File: config.mk
export PLATFORM = sky130hd
export DESIGN_NAME = acq_top
export DESIGN_NICKNAME = d
export VERILOG_FILES = /design/src/acq_pkg.sv /design/src/acq_config_regs.sv /design/src/acq_sample_capture.sv /design/src/acq_sequencer.sv /design/src/acq_top.sv
export SDC_FILE = /design/constraint.sdc
export NUM_CORES = 1
export LEC_CHECK = 0
export BUFFER_PORTS_ARGS = -buffer_cell sky130_fd_sc_hd__buf_2
export CAP_MARGIN = 5
export CORE_UTILIZATION = 50
export DETAILED_ROUTE_END_ITERATION = 7
export PLACE_DENSITY = 0.76
export SLEW_MARGIN = 20
export SYNTH_ARGS = -nofsm -noshare
export SYNTH_HDL_FRONTEND = slang
export SYNTH_SLANG_ARGS = --single-unit
File: constraint.sdc
create_clock -name clk -period 3.3 [get_ports clk]
set_clock_uncertainty 0.05 [all_clocks]
set_input_delay 0.495 -clock clk [delete_from_list [all_inputs] [get_ports clk]]
set_output_delay 0.495 -clock clk [all_outputs]
set_load 0.02 [all_outputs]
File: src/acq_pkg.sv
/*
  shared types of the auto-zero acquisition sequencer
  the write word is read as a dwell count or as a control/entry word,
  and the register address picks which view applies
*/

package acq_pkg;

  ////////////////////
  // sizes

  // number of sequence slots
  localparam int ACQ_SEQ_MAX = 4;
  // width of one adc conversion result
  localparam int ACQ_DATA_W  = 24;
  // width of the dwell down-counter and of the dwell register
  localparam int ACQ_CNT_W   = 24;
  // width of the sample index within a sequence
  localparam int ACQ_IDX_W   = $clog2(ACQ_SEQ_MAX);

  ////////////////////
  // sequence entry and configuration

  // one sequence slot, precharge switch code above the input-mux code
  typedef struct packed {
    logic [1:0] pc_sw;
    logic [3:0] azmux;
  } acq_entry_t;

  // whole configuration as seen by the sequencer
  typedef struct packed {
    logic [ACQ_CNT_W-1:0]                precharge_cycles;
    logic [ACQ_IDX_W-1:0]                seq_last;
    logic                                run;
    acq_entry_t [ACQ_SEQ_MAX-1:0]        entries;
  } acq_cfg_t;

  ////////////////////
  // host write word

  // control or entry view; run/seq_last only matter on the ctrl address
  typedef struct packed {
    logic [ACQ_CNT_W-ACQ_IDX_W-$bits(acq_entry_t)-2:0] unused;
    logic                                            run;
    logic [ACQ_IDX_W-1:0]                            seq_last;
    acq_entry_t                                      entry;
  } acq_ctrl_word_t;

  // same 24 bits, two decodings
  typedef union packed {
    logic [ACQ_CNT_W-1:0] dwell;
    acq_ctrl_word_t       ctrl;
  } acq_wdata_u;

  // register map
  typedef enum logic [2:0] {
    ADDR_PRECHARGE = 3'd0,
    ADDR_CTRL      = 3'd1,
    ADDR_SEQ0      = 3'd2,
    ADDR_SEQ1      = 3'd3,
    ADDR_SEQ2      = 3'd4,
    ADDR_SEQ3      = 3'd5
  } acq_addr_e;

  ////////////////////
  // result record handed to the reader
  typedef struct packed {
    logic [ACQ_DATA_W-1:0] data;
    logic [ACQ_IDX_W-1:0]  index;
    logic [3:0]            azmux;
  } acq_result_t;

endpackage

File: src/acq_config_regs.sv
/*
  host-written configuration registers, write-only, no ready
  a write lands on the edge where cfg_valid_i is high
  writes to addresses 6 and 7 are dropped
  entries should only be rewritten while run is low
*/

`timescale 1ns/1ps

module acq_config_regs #(
  parameter int unsigned PRECHARGE_RESET = 8
) (
  input  logic                clk,
  input  logic                reset_n,

  // host write port
  input  logic                cfg_valid_i,
  input  acq_pkg::acq_addr_e  cfg_addr_i,
  input  acq_pkg::acq_wdata_u cfg_wdata_i,

  // configuration record to the sequencer
  output acq_pkg::acq_cfg_t   cfg_o
);

  always_ff @(posedge clk)
  begin
    if (!reset_n)
    begin
      // dwell comes up at the build-time default, everything else cleared
      cfg_o.precharge_cycles <= acq_pkg::ACQ_CNT_W'(PRECHARGE_RESET);
      cfg_o.seq_last         <= '0;
      cfg_o.run              <= 1'b0;
      cfg_o.entries          <= '0;
    end
    else if (cfg_valid_i)
    begin
      case (cfg_addr_i)
        // whole word is the dwell count
        acq_pkg::ADDR_PRECHARGE:
          cfg_o.precharge_cycles <= cfg_wdata_i.dwell;

        // control view, entry bits ignored here
        acq_pkg::ADDR_CTRL:
        begin
          cfg_o.run      <= cfg_wdata_i.ctrl.run;
          cfg_o.seq_last <= cfg_wdata_i.ctrl.seq_last;
        end

        ////////////////////
        // entry view, only the low six bits matter
        acq_pkg::ADDR_SEQ0:
          cfg_o.entries[0] <= cfg_wdata_i.ctrl.entry;
        acq_pkg::ADDR_SEQ1:
          cfg_o.entries[1] <= cfg_wdata_i.ctrl.entry;
        acq_pkg::ADDR_SEQ2:
          cfg_o.entries[2] <= cfg_wdata_i.ctrl.entry;
        acq_pkg::ADDR_SEQ3:
          cfg_o.entries[3] <= cfg_wdata_i.ctrl.entry;

        // undefined address, nothing changes
        default:
        begin
        end
      endcase
    end
  end

endmodule

File: src/acq_sample_capture.sv
/*
  one-entry result register with a valid/ready output
  data_i is taken on the load cycle, which is one or more cycles after
  the adc valid pulse, so the adc must keep its last result on adc_data_i
  until it is released again
*/

`timescale 1ns/1ps

module acq_sample_capture (
  input  logic                               clk,
  input  logic                               reset_n,

  // load side from the sequencer
  input  logic                               load_i,
  input  logic [acq_pkg::ACQ_DATA_W-1:0]     data_i,
  input  logic [acq_pkg::ACQ_IDX_W-1:0]      index_i,
  input  logic [3:0]                         azmux_i,
  output logic                               room_o,

  // result port
  output acq_pkg::acq_result_t               res_o,
  output logic                               res_valid_o,
  input  logic                               res_ready_i
);

  // free now, or freed by a read in this same cycle
  assign room_o = !res_valid_o || res_ready_i;

  ////////////////////
  // occupancy
  always_ff @(posedge clk)
  begin
    if (!reset_n)
      res_valid_o <= 1'b0;
    else if (load_i)
      // a load on the read cycle replaces the leaving result
      res_valid_o <= 1'b1;
    else if (res_ready_i)
      res_valid_o <= 1'b0;
  end

  ////////////////////
  // payload, held steady until the next load
  always_ff @(posedge clk)
  begin
    if (load_i)
    begin
      res_o.data  <= data_i;
      res_o.index <= index_i;
      res_o.azmux <= azmux_i;
    end
  end

endmodule

File: src/acq_sequencer.sv
/*
  phase FSM per sample: park, mux, switch (each P+1 cycles), then measure
  pc_sw and azmux only move while the adc is held in reset
  run low stops at the next dwell boundary; a released conversion always finishes
  each run starts at slot 0
*/

`timescale 1ns/1ps

module acq_sequencer (
  input  logic                               clk,
  input  logic                               reset_n,

  // configuration from the register block
  input  acq_pkg::acq_cfg_t                  cfg_i,

  // adc side
  input  logic                               adc_valid_i,
  output logic                               adc_reset_n_o,
  output logic [1:0]                         pc_sw_o,
  output logic [3:0]                         azmux_o,

  // capture stage side
  input  logic                               cap_room_i,
  output logic                               cap_load_o,
  output logic [acq_pkg::ACQ_IDX_W-1:0]      cap_index_o,
  output logic [3:0]                         cap_azmux_o
);

  typedef enum logic [2:0] {
    ST_IDLE,
    ST_PARK,
    ST_MUX,
    ST_SWITCH,
    ST_MEASURE,
    ST_WAIT
  } state_t;

  state_t                          state;
  logic [acq_pkg::ACQ_CNT_W-1:0]   dwell_cnt;
  logic [acq_pkg::ACQ_IDX_W-1:0]   index;
  acq_pkg::acq_entry_t             entry;
  logic                            dwell_done;
  logic                            last_slot;

  // slot for the sample in progress
  assign entry      = cfg_i.entries[index];
  assign dwell_done = (dwell_cnt == '0);
  // >= so a shortened sequence cannot strand the index past the end
  assign last_slot  = (index >= cfg_i.seq_last);

  ////////////////////
  // capture handshake
  // load only from the wait state and only when the capture register can take it
  assign cap_load_o  = (state == ST_WAIT) && cap_room_i;
  assign cap_index_o = index;
  // mux code is still the one used for this conversion
  assign cap_azmux_o = azmux_o;

  always_ff @(posedge clk)
  begin
    if (!reset_n)
    begin
      state         <= ST_IDLE;
      dwell_cnt     <= '0;
      index         <= '0;
      adc_reset_n_o <= 1'b0;
      pc_sw_o       <= 2'b00;
      azmux_o       <= 4'h0;
    end
    else
    begin
      case (state)
        // waiting for run, adc held in reset
        ST_IDLE:
        begin
          if (cfg_i.run)
          begin
            state     <= ST_PARK;
            // park precharge switch at boot before touching the mux
            pc_sw_o   <= 2'b00;
            dwell_cnt <= cfg_i.precharge_cycles;
          end
        end

        ////////////////////
        // the three dwell phases share the counter
        ST_PARK, ST_MUX, ST_SWITCH:
        begin
          if (!dwell_done)
            dwell_cnt <= dwell_cnt - 1'b1;
          else if (!cfg_i.run)
          begin
            // abandon before release, no conversion was started
            state   <= ST_IDLE;
            index   <= '0;
            pc_sw_o <= 2'b00;
          end
          else
          begin
            dwell_cnt <= cfg_i.precharge_cycles;
            case (state)
              // park done, select the input of interest
              ST_PARK:
              begin
                state   <= ST_MUX;
                azmux_o <= entry.azmux;
              end
              // mux settled, move precharge switch off boot
              ST_MUX:
              begin
                state   <= ST_SWITCH;
                pc_sw_o <= entry.pc_sw;
              end
              // everything settled, let the adc run
              default:
              begin
                state         <= ST_MEASURE;
                adc_reset_n_o <= 1'b1;
              end
            endcase
          end
        end

        // adc decides when it is done
        ST_MEASURE:
        begin
          if (adc_valid_i)
          begin
            state         <= ST_WAIT;
            // back into reset at once, the data stays on the adc output
            adc_reset_n_o <= 1'b0;
          end
        end

        ////////////////////
        // hand the result over, stall here while the reader is slow
        ST_WAIT:
        begin
          if (cap_room_i)
          begin
            if (cfg_i.run)
            begin
              state     <= ST_PARK;
              pc_sw_o   <= 2'b00;
              dwell_cnt <= cfg_i.precharge_cycles;
              if (last_slot)
                index <= '0;
              else
                index <= index + 1'b1;
            end
            else
            begin
              state   <= ST_IDLE;
              index   <= '0;
              pc_sw_o <= 2'b00;
            end
          end
        end

        default:
          state <= ST_IDLE;
      endcase
    end
  end

endmodule

File: src/acq_top.sv
/*
  acquisition sequencer top: config registers, phase FSM, result register
  with no back-pressure a result is valid two cycles after adc_valid_i
  adc_data_i must hold the last conversion until the adc is released again
*/

`timescale 1ns/1ps

module acq_top #(
  parameter int unsigned PRECHARGE_RESET = 8
) (
  input  logic                               clk,
  input  logic                               reset_n,

  // host write port, valid only
  input  logic                               cfg_valid_i,
  input  acq_pkg::acq_addr_e                 cfg_addr_i,
  input  acq_pkg::acq_wdata_u                cfg_wdata_i,

  // adc and analog switches
  input  logic                               adc_valid_i,
  input  logic [acq_pkg::ACQ_DATA_W-1:0]     adc_data_i,
  output logic                               adc_reset_n_o,
  output logic [1:0]                         pc_sw_o,
  output logic [3:0]                         azmux_o,

  // result port
  output acq_pkg::acq_result_t               res_o,
  output logic                               res_valid_o,
  input  logic                               res_ready_i
);

  acq_pkg::acq_cfg_t                 cfg;
  logic                              cap_room;
  logic                              cap_load;
  logic [acq_pkg::ACQ_IDX_W-1:0]     cap_index;
  logic [3:0]                        cap_azmux;

  // host side registers
  acq_config_regs #(
    .PRECHARGE_RESET (PRECHARGE_RESET)
  ) u_regs (
    .clk         (clk),
    .reset_n     (reset_n),
    .cfg_valid_i (cfg_valid_i),
    .cfg_addr_i  (cfg_addr_i),
    .cfg_wdata_i (cfg_wdata_i),
    .cfg_o       (cfg)
  );

  // phase FSM, owns the switches and the adc reset
  acq_sequencer u_seq (
    .clk           (clk),
    .reset_n       (reset_n),
    .cfg_i         (cfg),
    .adc_valid_i   (adc_valid_i),
    .adc_reset_n_o (adc_reset_n_o),
    .pc_sw_o       (pc_sw_o),
    .azmux_o       (azmux_o),
    .cap_room_i    (cap_room),
    .cap_load_o    (cap_load),
    .cap_index_o   (cap_index),
    .cap_azmux_o   (cap_azmux)
  );

  // result record toward the reader
  acq_sample_capture u_cap (
    .clk         (clk),
    .reset_n     (reset_n),
    .load_i      (cap_load),
    .data_i      (adc_data_i),
    .index_i     (cap_index),
    .azmux_i     (cap_azmux),
    .room_o      (cap_room),
    .res_o       (res_o),
    .res_valid_o (res_valid_o),
    .res_ready_i (res_ready_i)
  );

endmodule

[Word-level counts from Yosys, hierarchy flattened]
Index checks and enable logic that the tools add are counted.
Storage, ports and cells
  flip-flop bits (word level): 118
  bits in latches: 0
  bits in writable memories: 0
  memory bits (read-only): 0
  input bits: 56
  output and inout bits: 38
  word-level logic and storage cells: 100
  memories: 0
Operators by class
  add/sub/neg operators: 2
  $mul: 0
  divide/modulo/power cells: 0
  order comparisons: 2
  equal/unequal tests: 18
  shift operators: 0
  mux-type cells: 33
  bitwise logic cells: 0
  reduce and logical (&&, ||, !) cells: 24
Operators with widths (count)
  24-bit 2-to-1 mux: 3
  24-bit case mux with 3 select lines: 1
  24-bit logical NOT: 1
  24-bit by 1-bit subtractor with 24-bit output (second input constant): 1
  2-bit 2-to-1 mux: 10
  3-bit 2-to-1 mux: 5
  2-bit AND reduction: 7
  6-bit binary-select mux with 2-bit select: 1
  3-bit by 2-bit == test with 1-bit output (second input constant): 4
  3-bit == test (second input constant): 4
  3-bit case mux with 4 select lines: 1
  4-bit AND reduction: 3
  2-bit != test (second input constant): 5
  5-bit AND reduction: 2
  1-bit 2-to-1 mux: 7
  3-bit by 1-bit == test with 1-bit output (second input constant): 2
  3-bit logical NOT: 2
  6-bit 2-to-1 mux: 1
  2-bit case mux with 3 select lines: 1
  3-bit case mux with 2 select lines: 1
  2-bit nonzero test: 3
  2-bit by 1-bit != test with 1-bit output (second input constant): 2
  2-bit case mux with 2 select lines: 1
  2-bit by 3-bit less-than comparator with 1-bit output (second input constant): 1
  10 further kinds: 10

[Depth between registers and ports, before layout]
  depth in word-level cells: 6
  gate-level depth with buffers: 9
  gate-level depth less buffers: 7

[Hierarchy]
Synthesis repeated with hierarchy kept, for this count alone.
Second synthesis, totals
  cells, all modules: 544
  area, all modules: 5405.2 µm²
By module, submodules not included
  acq_sequencer: times used 1, cells each 313, area each 2491.1 µm², sequential area each 720.7 µm²
  acq_config_regs: times used 1, cells each 197, area each 1964.4 µm², sequential area each 1021.0 µm²
  acq_sample_capture: times used 1, cells each 34, area each 949.7 µm², sequential area each 920.9 µm²

[Worst setup path before layout]
No wires, ideal clock.
  path type: flip-flop to flip-flop
  start: register u_seq.state[0]
  end: register, netlist name u_cap.res_o[0]
  library setup time: 417 ps
  arrival time: 2162 ps
  required time: 2833 ps
  path slack: 671 ps
  stages on the path, launching flop included: 5
  buffers on the path: 1
  period minus slack after synthesis: 2629 ps
  cells stage by stage: dfxtp_1 > clkbuf_1 > nor2b_1 > nand2_1 > nor2_1
On the way
  longest elaborated chain between the ends: 2
RTL lines
  start, declared: RTL line acq_sequencer.sv:39  | state_t state;
  start signal, assigned: RTL line acq_sequencer.sv:64  | state <= ST_IDLE;
  start signal, assigned: RTL line acq_sequencer.sv:79  | state <= ST_PARK;
  start signal, assigned: RTL line acq_sequencer.sv:95  | state <= ST_IDLE;
  3-bit == test: RTL line acq_sequencer.sv:55  | assign cap_load_o = (state == ST_WAIT) && cap_room_i;
  1-bit logical AND: RTL line acq_sequencer.sv:55
  via cap_load: RTL line acq_top.sv:35  | logic cap_load;
The timed path passes the listed nets, and every way through them passes these cells.
A chain may end at the register's enable or synchronous reset.

[Worst setup path in the final report]
  start: register u_seq.dwell_cnt[10] in the netlist's numbering
  end: register u_seq.dwell_cnt[3] in the netlist's numbering
On the way
  longest elaborated chain between the ends: 3
RTL lines
  start, declared: RTL line acq_sequencer.sv:40  | logic [acq_pkg::ACQ_CNT_W-1:0] dwell_cnt;
  start signal, assigned: RTL line acq_sequencer.sv:82  | dwell_cnt <= cfg_i.precharge_cycles;
  start signal, assigned: RTL line acq_sequencer.sv:91  | dwell_cnt <= dwell_cnt - 1'b1;
  start signal, assigned: RTL line acq_sequencer.sv:101  | dwell_cnt <= cfg_i.precharge_cycles;
  24-bit logical NOT: RTL line acq_sequencer.sv:48  | assign dwell_done = (dwell_cnt == '0);
  24-bit 2-to-1 mux: RTL line acq_sequencer.sv:90  | if (!dwell_done)
  24-bit case mux with 3 select lines: RTL line acq_sequencer.sv:73  | case (state)
No other way between the ends.

==> impl_metrics.tcl <==
set metrics [dict create \
    dieArea_mm2 0.0112 \
    fp.dieH_um 106 \
    swShare_pct 23.7 \
    drive_gt1_share_pct 25.8 \
    area_delta_synth_final_pct 22.6 \
    synth_top_area_share_pct 32.6 \
    antenna_found_initial 0 \
    clockBufferDepth 2 \
    cp.arrival_ns 3.23 \
    r2r_start "u_seq.dwell_cnt[10]$_SDFFE_PN0P_" \
    slew-limit-headroom_pct 45.0 \
    synth_area_leaders "dfxtp_1 33%, edfxtp_1 17%, mux2i_1 10%, nand2_1 4.9%, nor2_1 4.0%" \
    grt_max_degree 66 \
    switchingPower_uw 884 \
    p_clk_share_pct 50.0 \
    layout_commonest_cell "buf_2" \
    grt_pass1_wl_um 22200 \
    power_density_mw_per_mm2 563 \
    cts_hold_buf 0 \
    max-cap-violations 0 \
    firstDrtPassIters 6 \
    rsz0062_at_grt "false" \
    p_int_uw 2850 \
    ff2ff_path_depth 6 \
    hold_path.class "in -> reg" \
    layout.nets 706 \
    critPathCaptureType "flip-flop" \
    clk_latency_ns 0.53 \
    async_flop_share_pct 0 \
    p_leak_uw 0.00264 \
    io_buffers 93 \
    vias_per_cell 5.95 \
    avgRoutedWirePerCell_um 17.0 \
    final_cell_mix "93 x buf_2, 88 x dfxtp_1, 70 x nand2_1, 57 x nor2_1, 56 x mux2i_1" \
    reg2reg_setup_slack_ns 0.43 \
    cp-endpoint "u_seq.dwell_cnt[3]$_SDFFE_PN0P_" \
    dr.first_iter.drc_count 401 \
    n_fill_cell 829 \
    finalCritPeriodShare_pct 86.9 \
    rows 37 \
    synth_edf_count 30 \
    r2r_end "u_seq.dwell_cnt[3]$_SDFFE_PN0P_" \
    p_seq_share_pct 40.8 \
    synthFlopType "dfxtp_1" \
    comb_power_share_pct 9.2 \
    gr-total-overflow 0 \
    core_area_mm2 0.0104 \
    instances_no_fill 795 \
    crit_fanout 13 \
    antennaDiodeCount 0 \
    clockRootBuffer "clkbuf_8" \
    fin_util_pct 63.7 \
    drt_wl_total_um 13600 \
    cts_tree "built" \
    avgSynthCellArea_um2 9.82 \
    max-vdd-ir-drop_mv 0.366 \
    postSynthCellCount 551 \
    finalHoldViolCount 0 \
    drv_slew 0 \
    yosysTopAreaCell "dfxtp_1" \
    grt_use_total_pct 25.4 \
    ios 94 \
    setup_violations 0 \
    synth_cell_type_count 55 \
    clkTransAtPathRegs_ns 0.06 \
    dp_hpwl_um 9200 \
    worstMarginPinSlew_ns 0.826 \
    hold-path-cell-count 1 \
    drt_drc_violations_left 0 \
    grt_pass1_vias 4527 \
    postCtsSetupBuffers 0 \
    cts.sinks 118 \
    initial_utilization_pct 51.9 \
    status "finished, final reports clean" \
    synth_nets 611 \
    worstSetupStartpoint "u_seq.dwell_cnt[10]$_SDFFE_PN0P_" \
    period_minus_slack_ns 2.87 \
    fmax_mhz 349 \
    total_power_uw 3730 \
    numCtsBuffers 17 \
    ys_seq_area_share_pct 49.2 \
    fin_tns_setup_ns 0 \
    netlist_area_mm2 0.00541 \
    cts-htree-levels 4 \
    place_inst 763 \
    crit_required_ns 3.66 \
    path_class "reg -> reg" \
    num_vias 4728 \
    ys_ff_latch 118 \
    die_w_um 106 \
    cp-start-kind "flip-flop" \
    finalWeightedCongestion 0.888 \
    cts_resized 0 \
    drtAntennaViolNets 0 \
    ys_warn_count 0 \
]
==> power groups by stage <==
| stage | clock (uW) | combinational, uW | sequential [uW] |
|---|---|---|---|
| finish | 1870 | 343 | 1520 |
| detailed placement | 0 | 332 | 1550 |
| global route | 1950 | 376 | 1520 |
| floorplan | 0 | 230 | 1540 |
| global placement | 0 | 323 | 1550 |
| CTS | 1880 | 337 | 1520 |
==> state kept, by name, summed over array words and instances (netlist names) <==
signal / flops
u_cap.res_valid_o: 1
u_seq.cap_index_o: 2
u_seq.adc_reset_n_o: 1
u_seq.azmux_o: 4
u_regs.cfg_o: 51
u_seq.pc_sw_o: 2
u_seq.state: 3
u_seq.dwell_cnt: 24
u_cap.res_o: 30
==> logic make-up after synthesis <==
logic type	count (synthesis)	share of synthesized area [%]
and+or+nand+nor	213	19.4
DFF	118	49.2
AOI/OAI and AO/OA	102	12.5
muxes	67	13.9
buffers and inverters	46	3.95
adders and majority gates	4	0.925
xor gates and xnor gates	1	0.162
==> per-stage QoR <==
step           hold slack, ns  cell area [um^2]  worst slack [ns]
5_1_grt                0.0697              6630             0.341
4_1_cts                0.0783              6630             0.457
2_1_floorplan           0.356              5410             0.671
6_report               0.0941              6630             0.431
3_5_place_dp            0.391              6020             0.465
3_3_place_gp            0.390              6020             0.533
==> cells in the mapped netlist (5+ instances only) <==
library cell	number
edfxtp_1	30
a31oi_1	5
buf_6	5
nand2b_1	6
o21ai_0	11
inv_1	10
nand3_1	15
nand2_1	70
o21ai_1	7
nor2_1	58
mux2i_1	56
or4_1	6
a21oi_1	40
nand4_1	11
dfxtp_1	88
mux2_2	5
a32o_1	7
clkbuf_1	30
nor3_1	16
o21a_1	6
mux4_2	6
==> layout make-up <==
cell class,count,area [um^2],area share [%]
Sequential cell,118,2660,40.1
Multi-Input combinational cell,387,2540,38.3
Timing Repair Buffer,112,608,9.17
Clock buffer,22,499,7.53
Tap cell,136,170,2.57
Clock inverter,10,114,1.72
Inverter,10,37.5,0.566
==> critical path, cell delays in order (launching register included) <==
cell	delay (ns)
dfxtp_1	0.38
or4_4	0.60
or4_1	0.66
o21a_1	0.44
buf_4	0.27
mux2i_1	0.14
a32o_1	0.21
==> layer usage <==
layer  GRT usage [%]  part of all wire [%]  vias up
met2            41.1                    48      229
li1                -                     -     2207
met1            32.3                    42     2265
met5               0                     0        -
met4            10.3                   2.3        0
met3            6.50                   7.3       27
==> how the worst min path moves through the flow <==
stage	slack, ns	from	endpoint
after floorplan	0.36	u_seq.cap_index_o[0]$_SDFFE_PN0P_	u_cap.res_o[4]$_DFFE_PP_
after global placement	0.39	u_seq.azmux_o[3]$_SDFFE_PN0P_	u_cap.res_o[3]$_DFFE_PP_
after detailed placement	0.39	u_seq.azmux_o[3]$_SDFFE_PN0P_	u_cap.res_o[3]$_DFFE_PP_
after CTS	0.08	adc_data_i[21]	u_cap.res_o[27]$_DFFE_PP_
after global routing	0.07	adc_data_i[10]	u_cap.res_o[16]$_DFFE_PP_
final	0.09	adc_data_i[21]	u_cap.res_o[27]$_DFFE_PP_
No activity file was read; power rests on OpenSTA's default activity.
